### config.mk
export PLATFORM = sky130hd
export DESIGN_NAME = ab_tester_top
export DESIGN_NICKNAME = d
export VERILOG_FILES = /design/src/common/ab_test_pkg.sv /design/src/common/mem_bus_pkg.sv /design/src/logic/ab_tester_top.sv /design/src/ab_tester/ab_resp_checker.sv /design/src/ab_tester/ab_addr_gen.sv /design/src/ab_tester/ab_sequencer.sv
export SDC_FILE = /design/constraint.sdc
export NUM_CORES = 1
export LEC_CHECK = 0
export BUFFER_PORTS_ARGS = -buffer_cell sky130_fd_sc_hd__buf_2
export CAP_MARGIN = 30
export CORE_MARGIN = 2
export CORE_UTILIZATION = 45
export DETAILED_ROUTE_END_ITERATION = 6
export GPL_ROUTABILITY_DRIVEN = 0
export GPL_TIMING_DRIVEN = 0
export HOLD_SLACK_MARGIN = 0.05
export PLACE_DENSITY = 0.67
export SYNTH_ARGS = -nofsm -noshare
export SYNTH_HDL_FRONTEND = slang
export SYNTH_SLANG_ARGS = --single-unit
### constraint.sdc
create_clock -name reset -period 2.5 [get_ports reset]
set_clock_uncertainty 0.1 [all_clocks]
set_input_delay 0.5 -clock reset [delete_from_list [all_inputs] [get_ports reset]]
set_output_delay 0.5 -clock reset [all_outputs]
set_load 0.01 [all_outputs]
### src/common/ab_test_pkg.sv
/*
    Address-bus test definitions.
    Sequencer state encoding, the step command from the sequencer
    to the address generator, and the address source select codes.
    Imported by the sequencer, the address generator and the top level.
*/

package ab_test_pkg;

    // ------------------------------
    // Sequencer states
    // ------------------------------
    typedef enum logic [3:0] {
        st_idle,            // Waiting for start
        st_p1_fill,         // Pattern to every walking-one address
        st_p1_zero,         // Antipattern to address zero
        st_p1_read,         // Read every walking-one address
        st_p2_zero,         // Pattern to zero
        st_p2_mark,         // Antipattern to target j
        st_p2_read_zero,    // Read address zero
        st_p2_read_all,     // Read every walking-one address
        st_p2_restore,      // Pattern back to target j
        st_wait_resp        // Drain outstanding reads
    } seq_state_e;

    // ------------------------------
    // Address generator commands
    // ------------------------------
    typedef enum logic [2:0] {
        step_hold,          // Keep both registers
        step_load_first,    // Both registers to bit 0
        step_walk,          // Walking register one bit left
        step_next_target,   // Rotate target register
        step_restart        // Walking register back to bit 0
    } addr_step_e;

    // Address source select
    localparam logic [1:0] ADDR_SEL_ZERO   = 2'd0;
    localparam logic [1:0] ADDR_SEL_WALK   = 2'd1;
    localparam logic [1:0] ADDR_SEL_TARGET = 2'd2;

endpackage : ab_test_pkg

### src/common/mem_bus_pkg.sv
/*
    Memory request port definitions.
    Shared by the tester RTL and the testbench memory model:
    the request opcode on m_op and the default bus widths
    that the top level starts from.
*/

package mem_bus_pkg;

    // ------------------------------
    // Default widths
    // ------------------------------
    localparam int unsigned DEF_AWIDTH = 8;    // Address bits
    localparam int unsigned DEF_DWIDTH = 8;    // Data bits

    // ------------------------------
    // Request opcode
    // ------------------------------
    // Any value other than op_idle is a request
    // Accepted on a rising edge with m_busy low
    typedef enum logic [1:0] {
        op_idle  = 2'b00,   // No request
        op_write = 2'b01,   // Write m_wdat to m_addr
        op_read  = 2'b10    // Read m_addr, data returns with m_rval
    } mem_op_e;

endpackage : mem_bus_pkg
### src/logic/ab_tester_top.sv
/*
    Top level of the memory address-bus tester.
    Connects the sequencer, address generator and response checker
    to the control port and the memory request port.
    Widths are set here and passed down.
*/

module ab_tester_top
    import mem_bus_pkg::*, ab_test_pkg::*;
#(
    parameter int unsigned AWIDTH = DEF_AWIDTH,
    parameter int unsigned DWIDTH = DEF_DWIDTH
)
(
    input  logic                reset,      // Clock
    input  logic                clk,        // Async reset, active high

    // Control
    input  logic                start,
    input  logic                clear,
    output logic                ready,
    output logic                fault,
    output logic                done,

    // Memory master
    output logic [AWIDTH-1:0]   m_addr,
    output mem_op_e             m_op,
    output logic [DWIDTH-1:0]   m_wdat,
    input  logic [DWIDTH-1:0]   m_rdat,
    input  logic                m_rval,
    input  logic                m_busy
);

    logic              data_inv;
    addr_step_e        addr_step;
    logic [1:0]        addr_sel;
    logic              last_walk;
    logic              last_target;
    logic              chk_start;
    logic              chk_idle;
    logic [DWIDTH-1:0] pattern;

    ab_sequencer i_seq (
        .reset       (reset),
        .clk         (clk),
        .clear       (clear),
        .start       (start),
        .m_busy      (m_busy),
        .last_walk   (last_walk),
        .last_target (last_target),
        .chk_idle    (chk_idle),
        .ready       (ready),
        .m_op        (m_op),
        .data_inv    (data_inv),
        .addr_step   (addr_step),
        .addr_sel    (addr_sel),
        .chk_start   (chk_start),
        .done        (done)
    );

    ab_addr_gen #(.AWIDTH(AWIDTH)) i_addr_gen (
        .reset       (reset),
        .clk         (clk),
        .addr_step   (addr_step),
        .addr_sel    (addr_sel),
        .m_busy      (m_busy),
        .m_addr      (m_addr),
        .last_walk   (last_walk),
        .last_target (last_target)
    );

    ab_resp_checker #(.AWIDTH(AWIDTH), .DWIDTH(DWIDTH)) i_checker (
        .reset       (reset),
        .clk         (clk),
        .clear       (clear),
        .chk_start   (chk_start),
        .m_rval      (m_rval),
        .m_rdat      (m_rdat),
        .fault       (fault),
        .chk_idle    (chk_idle)
    );

    // ------------------------------
    // Write data
    // ------------------------------
    always_comb begin
        for (int i = 0; i < DWIDTH; i++) begin
            pattern[i] = i[0];     // 0101... from bit 0
        end
    end

    assign m_wdat = data_inv ? ~pattern : pattern;     // Antipattern on marks

endmodule : ab_tester_top

### src/ab_tester/ab_resp_checker.sv
/*
    Read response checker of the address-bus tester.
    Counts read responses on its own and rebuilds the expected word
    for each one from the test order: a round of AWIDTH pattern reads,
    then per target a read of zero and a walking-one sweep.
    Pulses fault on a mismatch and reports idle after the final read.
*/

module ab_resp_checker #(
    parameter int unsigned AWIDTH = 8,     // Address bits
    parameter int unsigned DWIDTH = 8      // Data bits
)
(
    input  logic                reset,      // Clock
    input  logic                clk,        // Async reset, active high

    input  logic                clear,
    input  logic                chk_start,  // New test begins
    input  logic                m_rval,
    input  logic [DWIDTH-1:0]   m_rdat,

    output logic                fault,
    output logic                chk_idle
);

    localparam int unsigned CW = $clog2(AWIDTH + 1);

    logic [DWIDTH-1:0] pattern;
    logic [DWIDTH-1:0] expected;
    logic [CW-1:0]     rd_idx;     // Read inside the round
    logic [CW-1:0]     round;      // 0 is phase 1, j+1 is target j
    logic              active;
    logic              exp_inv;
    logic              round_end;
    logic              last_read;

    // Alternating bits, bit 0 cleared
    always_comb begin
        for (int i = 0; i < DWIDTH; i++) begin
            pattern[i] = i[0];
        end
    end

    // ------------------------------
    // Expected word
    // ------------------------------
    // Phase 2 index 0 is address zero, index k is bit k-1
    assign exp_inv   = (round != '0) && (rd_idx == round);    // Marked target
    assign expected  = exp_inv ? ~pattern : pattern;
    assign round_end = (round == '0) ? (rd_idx == CW'(AWIDTH - 1))
                                     : (rd_idx == CW'(AWIDTH));
    assign last_read = round_end && (round == CW'(AWIDTH));

    // ------------------------------
    // Response counters
    // ------------------------------
    always_ff @(posedge reset or posedge clk) begin
        if (clk) begin
            active <= 1'b0;
            rd_idx <= '0;
            round  <= '0;
        end else if (clear) begin
            active <= 1'b0;
            rd_idx <= '0;
            round  <= '0;
        end else if (chk_start) begin
            active <= 1'b1;
            rd_idx <= '0;
            round  <= '0;
        end else if (active & m_rval) begin
            if (last_read) begin
                active <= 1'b0;            // Whole test read back
                rd_idx <= '0;
                round  <= '0;
            end else if (round_end) begin
                rd_idx <= '0;
                round  <= round + 1'b1;
            end else begin
                rd_idx <= rd_idx + 1'b1;
            end
        end
    end

    // One-cycle fault per bad word
    always_ff @(posedge reset or posedge clk) begin
        if (clk) begin
            fault <= 1'b0;
        end else if (clear) begin
            fault <= 1'b0;
        end else begin
            fault <= active & m_rval & (m_rdat != expected);
        end
    end

    assign chk_idle = ~active;

endmodule : ab_resp_checker

### src/ab_tester/ab_addr_gen.sv
/*
    Address generator of the address-bus tester.
    A walking-one register sweeps the address bits, a target register
    selects the marked address of each phase-2 round.
    Driven by step commands from the sequencer.
*/

module ab_addr_gen
    import ab_test_pkg::*;
#(
    parameter int unsigned AWIDTH = 8      // Address bits, at least 2
)
(
    input  logic                reset,      // Clock
    input  logic                clk,        // Async reset, active high

    input  addr_step_e          addr_step,
    input  logic [1:0]          addr_sel,
    input  logic                m_busy,

    output logic [AWIDTH-1:0]   m_addr,
    output logic                last_walk,
    output logic                last_target
);

    localparam logic [AWIDTH-1:0] FIRST = AWIDTH'(1);   // Bit 0 set

    logic [AWIDTH-1:0] walk_r;
    logic [AWIDTH-1:0] tgt_r;
    logic              adv;

    // Steps follow accepted requests; load_first only comes with no request out
    assign adv = ~m_busy | (addr_step == step_load_first);

    always_ff @(posedge reset or posedge clk) begin
        if (clk) begin
            walk_r <= FIRST;
            tgt_r  <= FIRST;
        end else if (adv) begin
            case (addr_step)
                step_load_first: begin
                    walk_r <= FIRST;
                    tgt_r  <= FIRST;
                end
                step_walk:        walk_r <= {walk_r[AWIDTH-2:0], 1'b0};
                step_restart:     walk_r <= FIRST;
                step_next_target: tgt_r  <= {tgt_r[AWIDTH-2:0], tgt_r[AWIDTH-1]};
                default:          walk_r <= walk_r;    // Hold
            endcase
        end
    end

    assign last_walk   = walk_r[AWIDTH-1];
    assign last_target = tgt_r[AWIDTH-1];

    // ------------------------------
    // Address source mux
    // ------------------------------
    always_comb begin
        case (addr_sel)
            ADDR_SEL_WALK:   m_addr = walk_r;
            ADDR_SEL_TARGET: m_addr = tgt_r;
            default:         m_addr = '0;   // Address zero
        endcase
    end

endmodule : ab_addr_gen

### src/ab_tester/ab_sequencer.sv
/*
    Control FSM of the address-bus tester.
    Orders the writes and reads of the walking-one test, steers the
    address generator and the write data polarity, and raises done
    once the response checker has seen the final read.
    Advances only on cycles where the memory accepts the request.
*/

module ab_sequencer
    import mem_bus_pkg::*, ab_test_pkg::*;
(
    input  logic        reset,          // Clock
    input  logic        clk,            // Async reset, active high

    input  logic        clear,          // Back to idle, no done
    input  logic        start,          // Sampled while ready
    input  logic        m_busy,         // Request not accepted this edge
    input  logic        last_walk,      // Walking register at top bit
    input  logic        last_target,    // Target register at top bit
    input  logic        chk_idle,       // Final read response seen

    output logic        ready,
    output mem_op_e     m_op,
    output logic        data_inv,       // Antipattern on write data
    output addr_step_e  addr_step,
    output logic [1:0]  addr_sel,
    output logic        chk_start,      // Arms the checker
    output logic        done
);

    seq_state_e state;
    logic       done_r;
    addr_step_e walk_step;

    // ------------------------------
    // Status
    // ------------------------------
    assign ready     = (state == st_idle) & ~done_r;   // Stays low through done
    assign chk_start = ready & start;
    assign done      = done_r;

    // Sweep step, wraps to bit 0 after the top address
    assign walk_step = last_walk ? step_restart : step_walk;

    // ------------------------------
    // Per-state request decode
    // ------------------------------
    always_comb begin
        m_op      = op_idle;
        data_inv  = 1'b0;
        addr_sel  = ADDR_SEL_ZERO;
        addr_step = step_hold;
        case (state)
            st_idle, st_wait_resp: begin
                addr_step = step_load_first;   // Park on first address
            end
            st_p1_fill, st_p1_read, st_p2_read_all: begin
                m_op      = (state == st_p1_fill) ? op_write : op_read;
                addr_sel  = ADDR_SEL_WALK;
                addr_step = walk_step;
            end
            st_p1_zero, st_p2_zero: begin
                m_op     = op_write;
                data_inv = (state == st_p1_zero);  // Phase 1 marks zero
            end
            st_p2_mark: begin
                m_op     = op_write;
                data_inv = 1'b1;
                addr_sel = ADDR_SEL_TARGET;
            end
            st_p2_read_zero: begin
                m_op = op_read;
            end
            st_p2_restore: begin
                m_op      = op_write;
                addr_sel  = ADDR_SEL_TARGET;
                addr_step = step_next_target;  // Next round's target
            end
            default: begin
                m_op = op_idle;
            end
        endcase
    end

    // ------------------------------
    // State register
    // ------------------------------
    always_ff @(posedge reset or posedge clk) begin
        if (clk) begin
            state <= st_idle;
        end else if (clear) begin
            state <= st_idle;
        end else begin
            case (state)
                st_idle:         if (ready & start)        state <= st_p1_fill;
                st_p1_fill:      if (~m_busy & last_walk)  state <= st_p1_zero;
                st_p1_zero:      if (~m_busy)              state <= st_p1_read;
                st_p1_read:      if (~m_busy & last_walk)  state <= st_p2_zero;
                st_p2_zero:      if (~m_busy)              state <= st_p2_mark;
                st_p2_mark:      if (~m_busy)              state <= st_p2_read_zero;
                st_p2_read_zero: if (~m_busy)              state <= st_p2_read_all;
                st_p2_read_all:  if (~m_busy & last_walk)  state <= st_p2_restore;
                st_p2_restore: begin
                    if (~m_busy) begin
                        // Last target done, wait for the reads in flight
                        state <= last_target ? st_wait_resp : st_p2_zero;
                    end
                end
                st_wait_resp:    if (chk_idle)             state <= st_idle;
                default:                                   state <= st_idle;
            endcase
        end
    end

    // Single-cycle done as the FSM leaves wait_resp
    always_ff @(posedge reset or posedge clk) begin
        if (clk) begin
            done_r <= 1'b0;
        end else if (clear) begin
            done_r <= 1'b0;
        end else begin
            done_r <= (state == st_wait_resp) & chk_idle;
        end
    end

endmodule : ab_sequencer

# == After elaboration in Yosys (flattened, before gate mapping) ==
# Cells that the tools add are included.
# totals
out_inout_bits,21
ff_bits,31
word_cells,112
input_bits,14
# classes
eq_ne,30
reduce_logical,21
add_sub_neg,2
bitwise_logic,10
mux,41
# ops
operator,count
4-bit 2-to-1 mux,22
8-bit case mux with 2 select lines,3
4-bit case mux with 10 select lines,1
3-bit inequality test (second input constant),8
4-bit by 3-bit equality test with 1-bit output (second input constant),5
4-bit equality test (second input constant),4
8-bit 2-to-1 mux,2
10-bit AND reduction,1
3-bit case mux with 3 select lines,1
4-bit by 1-bit adder with 4-bit output (second input constant),2
4-bit by 2-bit equality test with 1-bit output (second input constant),2
4-bit zero test,2
8-bit inequality test,1
2-bit AND reduction,4
4-bit nonzero test,2
2-bit OR reduction,4
1-bit 2-to-1 mux,7
1-bit bitwise AND,6
3-bit by 2-bit equality test with 1-bit output (second input constant),2
3-bit by 2-bit inequality test with 1-bit output (second input constant),2
2-bit case mux with 3 select lines,1
3-bit nonzero test,2
4-bit by 1-bit equality test with 1-bit output (second input constant),1
4-bit equality test,1
14 further kinds,18

# == Logic depth before layout (Yosys ltp) ==
# Gate-level depths: netlist of the first run.
# logic_depth
depth_word,7
ltp_mapped,9
depth_no_buf,7

# == Hierarchy ==
# Synthesis of the first run repeated with hierarchy kept, for this count alone.
# unflattened
hier_cells,245
hier_area_um2,2238.4
# by_module_without_submodules
module,n_inst,area_per_inst_um2,cells_per_inst,seq_area_each_um2
ab_addr_gen,1,900.9,90,402.9
ab_resp_checker,1,744.5,84,250.2
ab_sequencer,1,536.8,63,125.1
ab_tester_top,1,56.3,8,0.0

# == Least setup slack after synthesis of the first run ==
# Ideal clock, no wire load.
# synth_path
kind,flip-flop to output port
startpoint,register i_seq.state[3]
endpoint,output m_addr[0]
setup_slack_ns,0.197
n_path_buf,3
t_required_ns,1.900
arrival_time_ns,1.703
path_stages_with_launch,10
cell_sequence,dfrtp_1 buf_2 clkbuf_1 nand2_1 o21ai_0 and2_1 ha_1 clkbuf_1 a22oi_1 nor2_1
# synth_between
elab_chain_cells,5
elab_cells_between_ends,11
# synth_lines
item,line_no,rtl
from (decl),ab_sequencer.sv:31,seq_state_e state;
from (signal assigned),ab_sequencer.sv:90,state <= st_idle;
from (signal assigned),ab_sequencer.sv:92,state <= st_idle;
from (signal assigned),ab_sequencer.sv:95,st_idle: if (ready & start) state <= st_p1_fill;
4-bit by 2-bit equality test with 1-bit output (tied with other cells),ab_sequencer.sv:53,case (state)
3-bit OR reduction or 2-bit OR reduction (tied branches),-,
2-bit case mux with 2 select lines *,ab_sequencer.sv:53,
2-bit equality test or 2-bit by 1-bit equality test with 1-bit output (tied branches),ab_addr_gen.sv:60,case (addr_sel)
8-bit case mux with 2 select lines *,ab_addr_gen.sv:60,
to (decl),ab_tester_top.sv:26,"output logic [AWIDTH-1:0] m_addr,"
# Every way passes the cells marked *; elsewhere a longest branch is shown, timed or not.

# == Worst setup path after layout of the first run ==
# layout_path
startpoint,register i_seq.state[0]
endpoint,output ready
# layout_between
elab_chain_cells,2
# layout_lines
item,line_no,rtl
4-bit zero test,ab_sequencer.sv:38,assign ready = (state == st_idle) & ~done_r;
1-bit bitwise AND,ab_sequencer.sv:38,
to (decl),ab_tester_top.sv:21,"output logic ready,"
# No other way between the ends.

==> impl_metrics.tcl, run 1 <==
set metrics [dict create \
    status "finished clean" \
    synth-async-reset-ratio_pct 100 \
    pre_cts_ws_ps -169 \
    holdWs_ps 114 \
    syn_area_per_cell_um2 9.58 \
    fmax_mhz 409 \
    fin_area_mm2 0.00257 \
    rsz0062_at_grt "yes" \
    setup_violations 0 \
    grt_pass1_vias 1594 \
    grt_overflow 0 \
    ys_types 57 \
    ctsHoldBuffers 0 \
    fin_crit_sh_pct 97.8 \
    crit_family "simple AND/OR/NAND/NOR gates" \
    vias 1714 \
    numCtsBuffers 5 \
    drtIter0Drc 84 \
    die_w_um 70.6 \
    period_minus_slack_ps 2440 \
    rows 24 \
    initial_core_util_pct 46.1 \
    leakage_nw 1.17 \
    cp_slowest_cell "or4_2" \
    layout_commonest_cell "buf_2" \
    firstDrtPassIters 4 \
    hold_viol 0 \
    synthCells 208 \
    crit_arrival_ps 1840 \
    cts_root_buf "clkbuf_8" \
    ir_drop_mv 0.310 \
    final_cell_mix "buf_2, dfrtp_1, buf_4" \
    io_pins 35 \
    yosys.area.top_type_share_pct 36.4 \
    synthFlopType "dfrtp_1" \
    die-area_mm2 0.00498 \
    path_cells "buf_12 > buf_4 > or4_2 > nor2_1 > buf_2" \
    setup.worst_path.end_class "output pin" \
    total_power_mw 1.30 \
    syn_area_mm2 0.00199 \
    placed_cell_area_mm2 0.00225 \
    drive_gt1_share_pct 37.1 \
    chipHeight_um 70.6 \
    antenna_found_initial 0 \
    post-route-drc-count 0 \
    critPathRequiredTime_ps 1900 \
    cts_tree "done" \
    fin_nets 277 \
    htree_num_levels 2 \
    grt_pass1_wl_mm 7.53 \
    wl_mm 4.53 \
    grt_max_degree 23 \
    antenna_left 0 \
    dp_hpwl_mm 3.11 \
    numPortBuffers 33 \
    yosys-top-cells-area "dfrtp_1, a22o_1, a22oi_1" \
    placed_cells 294 \
    drv_slew 0 \
    power_density_mw_per_mm2 506 \
    worstMarginPinSlew_ps 565 \
    synth_nets 227 \
    clockBufferDepth 2 \
    max_slew_margin_pct 62.2 \
    critPathKind "register to output pin" \
    clk_latency_ps 290 \
    cts.sinks 31 \
    critPathMaxStageDelay_ps 620 \
    yosys_warnings 0 \
    timing.critical_path.buf_inv 3 \
    start_kind "register" \
    worst-path-max-fanout 5 \
    synth_area_leader_cell "dfrtp_1" \
    syn2layout_area_growth_pct 28.9 \
    clkTransAtPathRegs_ps 70 \
    avgViaCountPerCell 5.51 \
    synth-seq-area-share_pct 39.0 \
    drt-wirelength-per-cell_um 14.6 \
    final_cells 311 \
    grt_use_total_pct 19.1 \
    fin_ws_ps 55.6 \
    min-delay-path-class "input port to asynchronous set/reset pin" \
    ys_ff_latch 31 \
    synth_edf_count 0 \
    diodes 0 \
    core-area_mm2 0.00432 \
    maxCapViolCount 0 \
]
[worst register-to-register path: cells and delay by family (launching register included)]
| kind | cells | cell delay (ps) |
|---|---|---|
| buffers and inverters | 3 | 630 |
| DFF | 1 | 440 |
| AOI/OAI and AO/OA | 1 | 130 |
| and+or+nand+nor | 3 | 520 |
[final timing paths]
path	slack, ps	endpoint	cells after the start	start
max	60	ready	5	i_seq.state[0]
min	110	i_checker.rd_idx[3]	2	clk
max reg2reg	550	i_checker.round[1]	7	i_seq.state[0]
min reg2reg	380	i_addr_gen.walk_r[0]	2	i_addr_gen.walk_r[0]
max in group asynchronous	1640	i_addr_gen.tgt_r[0]	3	clk
min in group reset	380	i_addr_gen.walk_r[0]	2	i_addr_gen.walk_r[0]
[report_power, final]
group / switching, mW / internal (mW)
registers: 0.0143 / 0.516
clock network: 0.196 / 0.322
logic: 0.130 / 0.122
[repair_timing]
action / CTS / global route
gates cloned: 0 / 1
setup buffers: 0 / 11
pin swaps: 0 / 5
endpoints found under the setup margin: 8 / 12
resized for setup: 15 / 13
[state kept, by name, indices dropped and copies added, names as in the netlist]
signal and flops:
i_seq.done 1, i_checker.rd_idx 4, i_checker.fault 1, i_addr_gen.tgt_r 8
i_addr_gen.walk_r 8, i_checker.active 1, i_seq.state 4, i_checker.round 4
[synth_stat cells (2+ instances only)]
cell type	instances
nand3_1	2
or4b_4	2
nand2b_1	4
dfrtp_1	29
nand4_1	5
ha_1	5
dfstp_2	2
nand3b_1	2
nor4_1	2
xor2_1	5
xnor2_1	3
o31ai_1	3
clkbuf_1	6
a211o_1	2
and2_1	2
a21oi_1	9
nor3_1	5
nor2_1	14
nor4bb_1	4
nand4b_1	2
buf_2	3
nand2_1	15
nor2b_1	6
a22o_1	14
a22oi_1	9
buf_4	7
o21ai_0	7
inv_1	10
[layout make-up]
type,instances,area [um2]
Multi-Input combinational cell,147,1130
Clock buffer,6,82.6
Sequential cell,31,779
Timing Repair Buffer,46,300
Fill cell,388,1760
Clock inverter,2,35.0
Tap cell,52,65.1
Buffer,16,134
Inverter,11,41.3
[metrics by stage]
stage	TNS, ps	utilization, %
final	0	59.4
after global routing	-84.9	59.4
after CTS	0	55.8
after detailed placement	-1100	52.1
after global placement	-1110	51.4
after floorplan	0	-
[cells by family after synthesis]
group	synth area share [%]
fa+ha+maj	3.14
compound gates	20.3
flops	39.0
mux	1.26
buf+inv	8.35
xor+xnor	3.52
simple gates	24.4
[metal layers]
layer | wire length, um | global-route usage [%] | vias up
met5 | 0 | 0 | -
met1 | 2270 | 28.0 | 831
li1 | - | - | 858
met3 | 125 | 4.42 | 6
met2 | 2070 | 27.4 | 19
met4 | 53 | 7.76 | 0
Power figures use the tool's default switching activity.
==> run 2: changes to the inputs <==
--- a/config.mk
+++ b/config.mk
@@ -14,6 +14,7 @@
 export GPL_TIMING_DRIVEN = 0
 export HOLD_SLACK_MARGIN = 0.05
 export PLACE_DENSITY = 0.67
+export REMOVE_ABC_BUFFERS = 1
 export SYNTH_ARGS = -nofsm -noshare
 export SYNTH_HDL_FRONTEND = slang
 export SYNTH_SLANG_ARGS = --single-unit
==> run 2 against run 1 <==
  * Die area is the same
  * Cell area shrank 7.5%
  * Worst hold slack lost 33 ps
  * Non-clock buffer count shrank 18
  * Register-to-register slack is essentially flat
  * Setup slack lost 6.3 ps
  * Cell count shrank 5.8%
  * Sequential power is essentially flat
  * Combinational power shrank 17%
  * Fmax shrank 0.26%
  * Power shrank 2.7%
==> impl_metrics.tcl, run 2 (synthesis gave the netlist of run 1 again) <==
set metrics [dict create \
    max_slew_margin_pct 64.2 \
    worstMarginPinSlew_ps 536 \
    antenna_found_initial 0 \
    critPathRequiredTime_ps 1900 \
    placed_cells 276 \
    grt_pass1_wl_mm 7.18 \
    setup_violations 0 \
    status "finished clean" \
    grt_overflow 0 \
    diodes 0 \
    numPortBuffers 34 \
    leakage_nw 1.07 \
    power.internal_mw 0.930 \
    clockBufferDepth 2 \
    setup.worst_path.end_class "output pin" \
    startpoint "i_seq.state[2]" \
    multi_input_area_mm2 0.00110 \
    fmax_mhz 408 \
    drt-wirelength-per-cell_um 14.9 \
    die-area_mm2 0.00498 \
    start_kind "register" \
    grt_pass1_vias 1544 \
    die_w_um 70.6 \
    htree_num_levels 2 \
    firstDrtPassIters 4 \
    critPathKind "register to output pin" \
    crit_arrival_ps 1850 \
    drv_slew 0 \
    min-delay-path-class "input port to asynchronous set/reset pin" \
    antenna_left 0 \
    numCtsBuffers 5 \
    period_minus_slack_ps 2450 \
    p_comb_share_pct 16.5 \
    seq_area_um2 786 \
    power_switching_share_pct 26.5 \
    drive_gt1_share_pct 32.4 \
    clkPwrFrac_pct 41.5 \
    maxCapViolCount 0 \
    vias 1672 \
    cts_tree "done" \
    switching_power_mw 0.336 \
    grt_use_total_pct 18.1 \
    post-route-drc-count 0 \
    worst-path-max-fanout 5 \
    r2r-start "i_seq.state[2]" \
    drtIter0Drc 57 \
    initial_core_util_pct 46.1 \
    n_fill_cell 400 \
    wl_mm 4.37 \
    cts_root_buf "clkbuf_8" \
    dp_hpwl_mm 2.96 \
    grt_max_degree 25 \
    ir_drop_mv 0.402 \
    hold_viol 0 \
    chipHeight_um 70.6 \
    final_cells 293 \
    seq_power_share_pct 42.0 \
    clkTransAtPathRegs_ps 70 \
    largest_registers "i_addr_gen.tgt_r: 8 flops, i_addr_gen.walk_r: 8 flops" \
    power_density_mw_per_mm2 533 \
    fin_nets 259 \
    rows 24 \
    io_pins 35 \
    final_cell_mix "buf_2, dfrtp_1, nand2_1" \
    cts.sinks 31 \
    core-area_mm2 0.00432 \
    clk_latency_ps 290 \
    layout_commonest_cell "buf_2" \
    syn2layout_area_growth_pct 19.3 \
    avgViaCountPerCell 5.71 \
    holdWs_ps 80.7 \
    fin_crit_sh_pct 98.0 \
]
-- run 2: worst max-delay path: stages, from the launching register on --
cell,delay [ps]
dfrtp_2,460
buf_4,150
buf_4,120
or4b_4,570
o21ai_0,100
buf_2,150
-- run 2: worst paths after layout --
kind | end | slack, ps | cells past startpoint
setup / recovery | m_op[0] | 50 | 5
setup reg to reg | i_seq.state[2] | 560 | 5
hold reg to reg | i_addr_gen.walk_r[0] | 380 | 2
hold / removal | i_checker.round[3] | 80 | 2
min in group reset | i_addr_gen.walk_r[0] | 380 | 2
max in group asynchronous | i_addr_gen.walk_r[0] | 1690 | 3
-- run 2: per-layer routing --
metal	vias up	share of wire, %	global-route usage, %
met2	39	47	28.9
li1	819	-	-
met4	0	1.5	7.76
met5	-	0	0
met3	6	4.6	4.13
met1	808	47	23.7
-- run 2: per-stage QoR --
step           instance area (um2)  utilization (%)  total power [mW]  setup TNS, ps  worst slack [ps]
2_1_floorplan                 1870                -             0.654              0               357
3_3_place_gp                  2100             48.6             0.705              0              51.3
3_5_place_dp                  2130             49.3             0.713              0              45.0
4_1_cts                       2300             53.3              1.25              0              7.47
5_1_grt                       2380             55.0              1.32          -33.5             -22.6
6_report                      2380             55.0              1.27              0              49.3
-- run 2: power groups by stage --
stage | logic (mW) | clock network, mW | registers [mW]
after detailed placement | 0.171 | 0 | 0.542
after CTS | 0.186 | 0.532 | 0.532
after global placement | 0.163 | 0 | 0.542
after global routing | 0.231 | 0.553 | 0.534
after floorplan | 0.116 | 0 | 0.538
final | 0.209 | 0.525 | 0.532
-- run 2: what timing repair did --
item	4_1_cts	5_1_grt
resized for setup	8	9
setup endpoints to repair	9	8
buffers inserted	5	4
hold buffers	0	0
-- run 2: layout make-up --
type | instances | area share [%]
clock inverters | 2 | 1.47
multi-input cells | 147 | 46.4
flip-flops and latches | 31 | 33.1
inverters | 11 | 1.74
repair buffers | 44 | 11.2
well taps | 52 | 2.74
clock buffers | 6 | 3.47
==> run 3: changes to the inputs <==
--- a/config.mk
+++ b/config.mk
@@ -8,12 +8,12 @@
 export BUFFER_PORTS_ARGS = -buffer_cell sky130_fd_sc_hd__buf_2
 export CAP_MARGIN = 30
 export CORE_MARGIN = 2
-export CORE_UTILIZATION = 45
+export CORE_UTILIZATION = 32
 export DETAILED_ROUTE_END_ITERATION = 6
 export GPL_ROUTABILITY_DRIVEN = 0
 export GPL_TIMING_DRIVEN = 0
 export HOLD_SLACK_MARGIN = 0.05
-export PLACE_DENSITY = 0.67
+export PLACE_DENSITY_LB_ADDON = 0.25
 export REMOVE_ABC_BUFFERS = 1
 export SYNTH_ARGS = -nofsm -noshare
 export SYNTH_HDL_FRONTEND = slang
==> run 3 against run 2 <==
  * Die area grew 38%
  * Sequential share of layout area grew 0.30 points
  * First-iteration DRC count grew 120%
  * Clock power shrank 15%
  * Routed wire length grew 9.3%
  * Cell count grew 7.2%
  * Setup slack gained 16 ps
  * Via count is essentially flat
  * Global-route usage shrank 3.6 points
  * Non-clock buffer count shrank 2
==> impl_metrics.tcl, run 3 (synthesis gave the netlist of run 1 again) <==
set metrics [dict create \
    status "finished clean" \
    drt-wirelength-per-cell_um 15.2 \
    drtIter0Drc 128 \
    htree_num_levels 2 \
    cp_slowest_cell "or4_2" \
    grt_max_degree 20 \
    crit_family "simple AND/OR/NAND/NOR gates" \
    numPortBuffers 34 \
    firstDrtPassIters 4 \
    antenna_left 0 \
    clkTransAtPathRegs_ps 70 \
    critPathRequiredTime_ps 1900 \
    numCtsBuffers 5 \
    die_w_um 82.9 \
    initial_core_util_pct 33.5 \
    use_met3_pct 3.68 \
    ctsHoldBuffers 0 \
    maxCapViolCount 0 \
    setup.worst_path.end_class "output pin" \
    diodes 0 \
    min-delay-path-class "input port to asynchronous set/reset pin" \
    worstMarginPinSlew_ps 754 \
    dp_hpwl_mm 3.14 \
    layout_commonest_cell "buf_2" \
    hold_viol 0 \
    clockBufferDepth 2 \
    antenna_found_initial 0 \
    period_minus_slack_ps 2440 \
    syn2layout_area_growth_pct 17.8 \
    cts.sinks 31 \
    critPathMaxStageDelay_ps 680 \
    wl_mm 4.77 \
    post-route-drc-count 0 \
    drv_slew 0 \
    fin_nets 257 \
    grt_use_met2_pct 22.7 \
    grt_pass1_vias 1669 \
    largest_registers "i_addr_gen.tgt_r: 8 flops, i_addr_gen.walk_r: 8 flops" \
    path_cells "buf_4 > or4_2 > nor2_1 > buf_2" \
    final_cell_mix "buf_2, dfrtp_1, nand2_1" \
    ir_drop_mv 0.212 \
    grt_use_total_pct 14.5 \
    rsz0062_at_grt "no" \
    drive_gt1_share_pct 31.4 \
    leakage_nw 1.04 \
    cts_tree "done" \
    chipHeight_um 82.9 \
    core-area_mm2 0.00596 \
    top_usage_layer "met2" \
    io_pins 35 \
    grt_overflow 0 \
    die-area_mm2 0.00688 \
    worst-path-max-fanout 6 \
    setup-tns-final_ps 0 \
    crit_arrival_ps 1840 \
    rows 28 \
    timing.critical_path.buf_inv 2 \
    avgViaCountPerCell 5.33 \
    critPathKind "register to output pin" \
    power_density_mw_per_mm2 504 \
    setup_violations 0 \
    max_slew_margin_pct 49.7 \
    met1_usage_pct 19.7 \
    fmax_mhz 411 \
    total_power_mw 1.18 \
    grt_pass1_wl_mm 8.17 \
    clk_latency_ps 290 \
    vias 1673 \
    start_kind "register" \
    fin_crit_sh_pct 97.4 \
    cts_root_buf "clkbuf_8" \
]
-- run 3: cell types whose count changed in the layout (fill, tap and decap cells not counted), sizes merged --
cell	change
clkinv	-1
bufinv	-1
clkbuf	+2
buf	-2
-- run 3: worst reg2reg max path, cell delays in order (launching register included) --
cell     delay (ps)
dfrtp_1         440
inv_1           100
ha_1            150
nor3b_2         210
mux2i_2         440
nor2_1          200
o31ai_1         230
-- run 3: power breakdown --
part,switching [mW],total [mW],internal [mW]
registers,0.0157,0.531,0.516
logic,0.121,0.206,0.0847
clock network,0.196,0.447,0.251
-- run 3: final cells by class --
type	count	area [um2]
fill	622	3610
multi-input combinational	147	1090
sequential	31	783
timing repair buffer	42	235
clock buffer	8	100
tap	75	93.8
inverter	11	41.3
-- run 3: final timing paths --
check | from | end | slack (ps) | cells past startpoint
worst max-delay path | i_seq.state[2] | ready | 60 | 4
worst min-delay path | clk | i_checker.round[1] | 230 | 2
worst max register to register | i_checker.round[0] | i_checker.round[0] | 530 | 6
worst min register to register | i_addr_gen.walk_r[0] | i_addr_gen.walk_r[0] | 370 | 2
max in group asynchronous | clk | i_addr_gen.walk_r[0] | 1440 | 3
min in group reset | i_addr_gen.walk_r[0] | i_addr_gen.walk_r[0] | 370 | 2
-- run 3: stage by stage --
step	worst slack (ps)	instance area (um2)	hold WS, ps	instances	utilization, %
2_1_floorplan	357	1870	348	189	-
3_5_place_dp	3.37	2150	361	299	36.1
3_3_place_gp	7.80	2130	368	298	35.8
6_report	64.9	2350	228	314	39.4
4_1_cts	5.12	2300	273	312	38.6
5_1_grt	0.497	2350	313	314	39.4
-- run 3: what timing repair did --
item / in CTS / in global routing
setup endpoints to repair: 9 / 8
gates resized for setup: 7 / 8
cloned: 0 / 0
setup buffers: 5 / 2
pin swaps: 0 / 2
-- run 3: layer usage --
layer | part of all wire (%) | vias up
met5 | 0 | -
met4 | 1.3 | 0
met1 | 51 | 809
li1 | - | 817
met2 | 43 | 41
met3 | 4.5 | 6
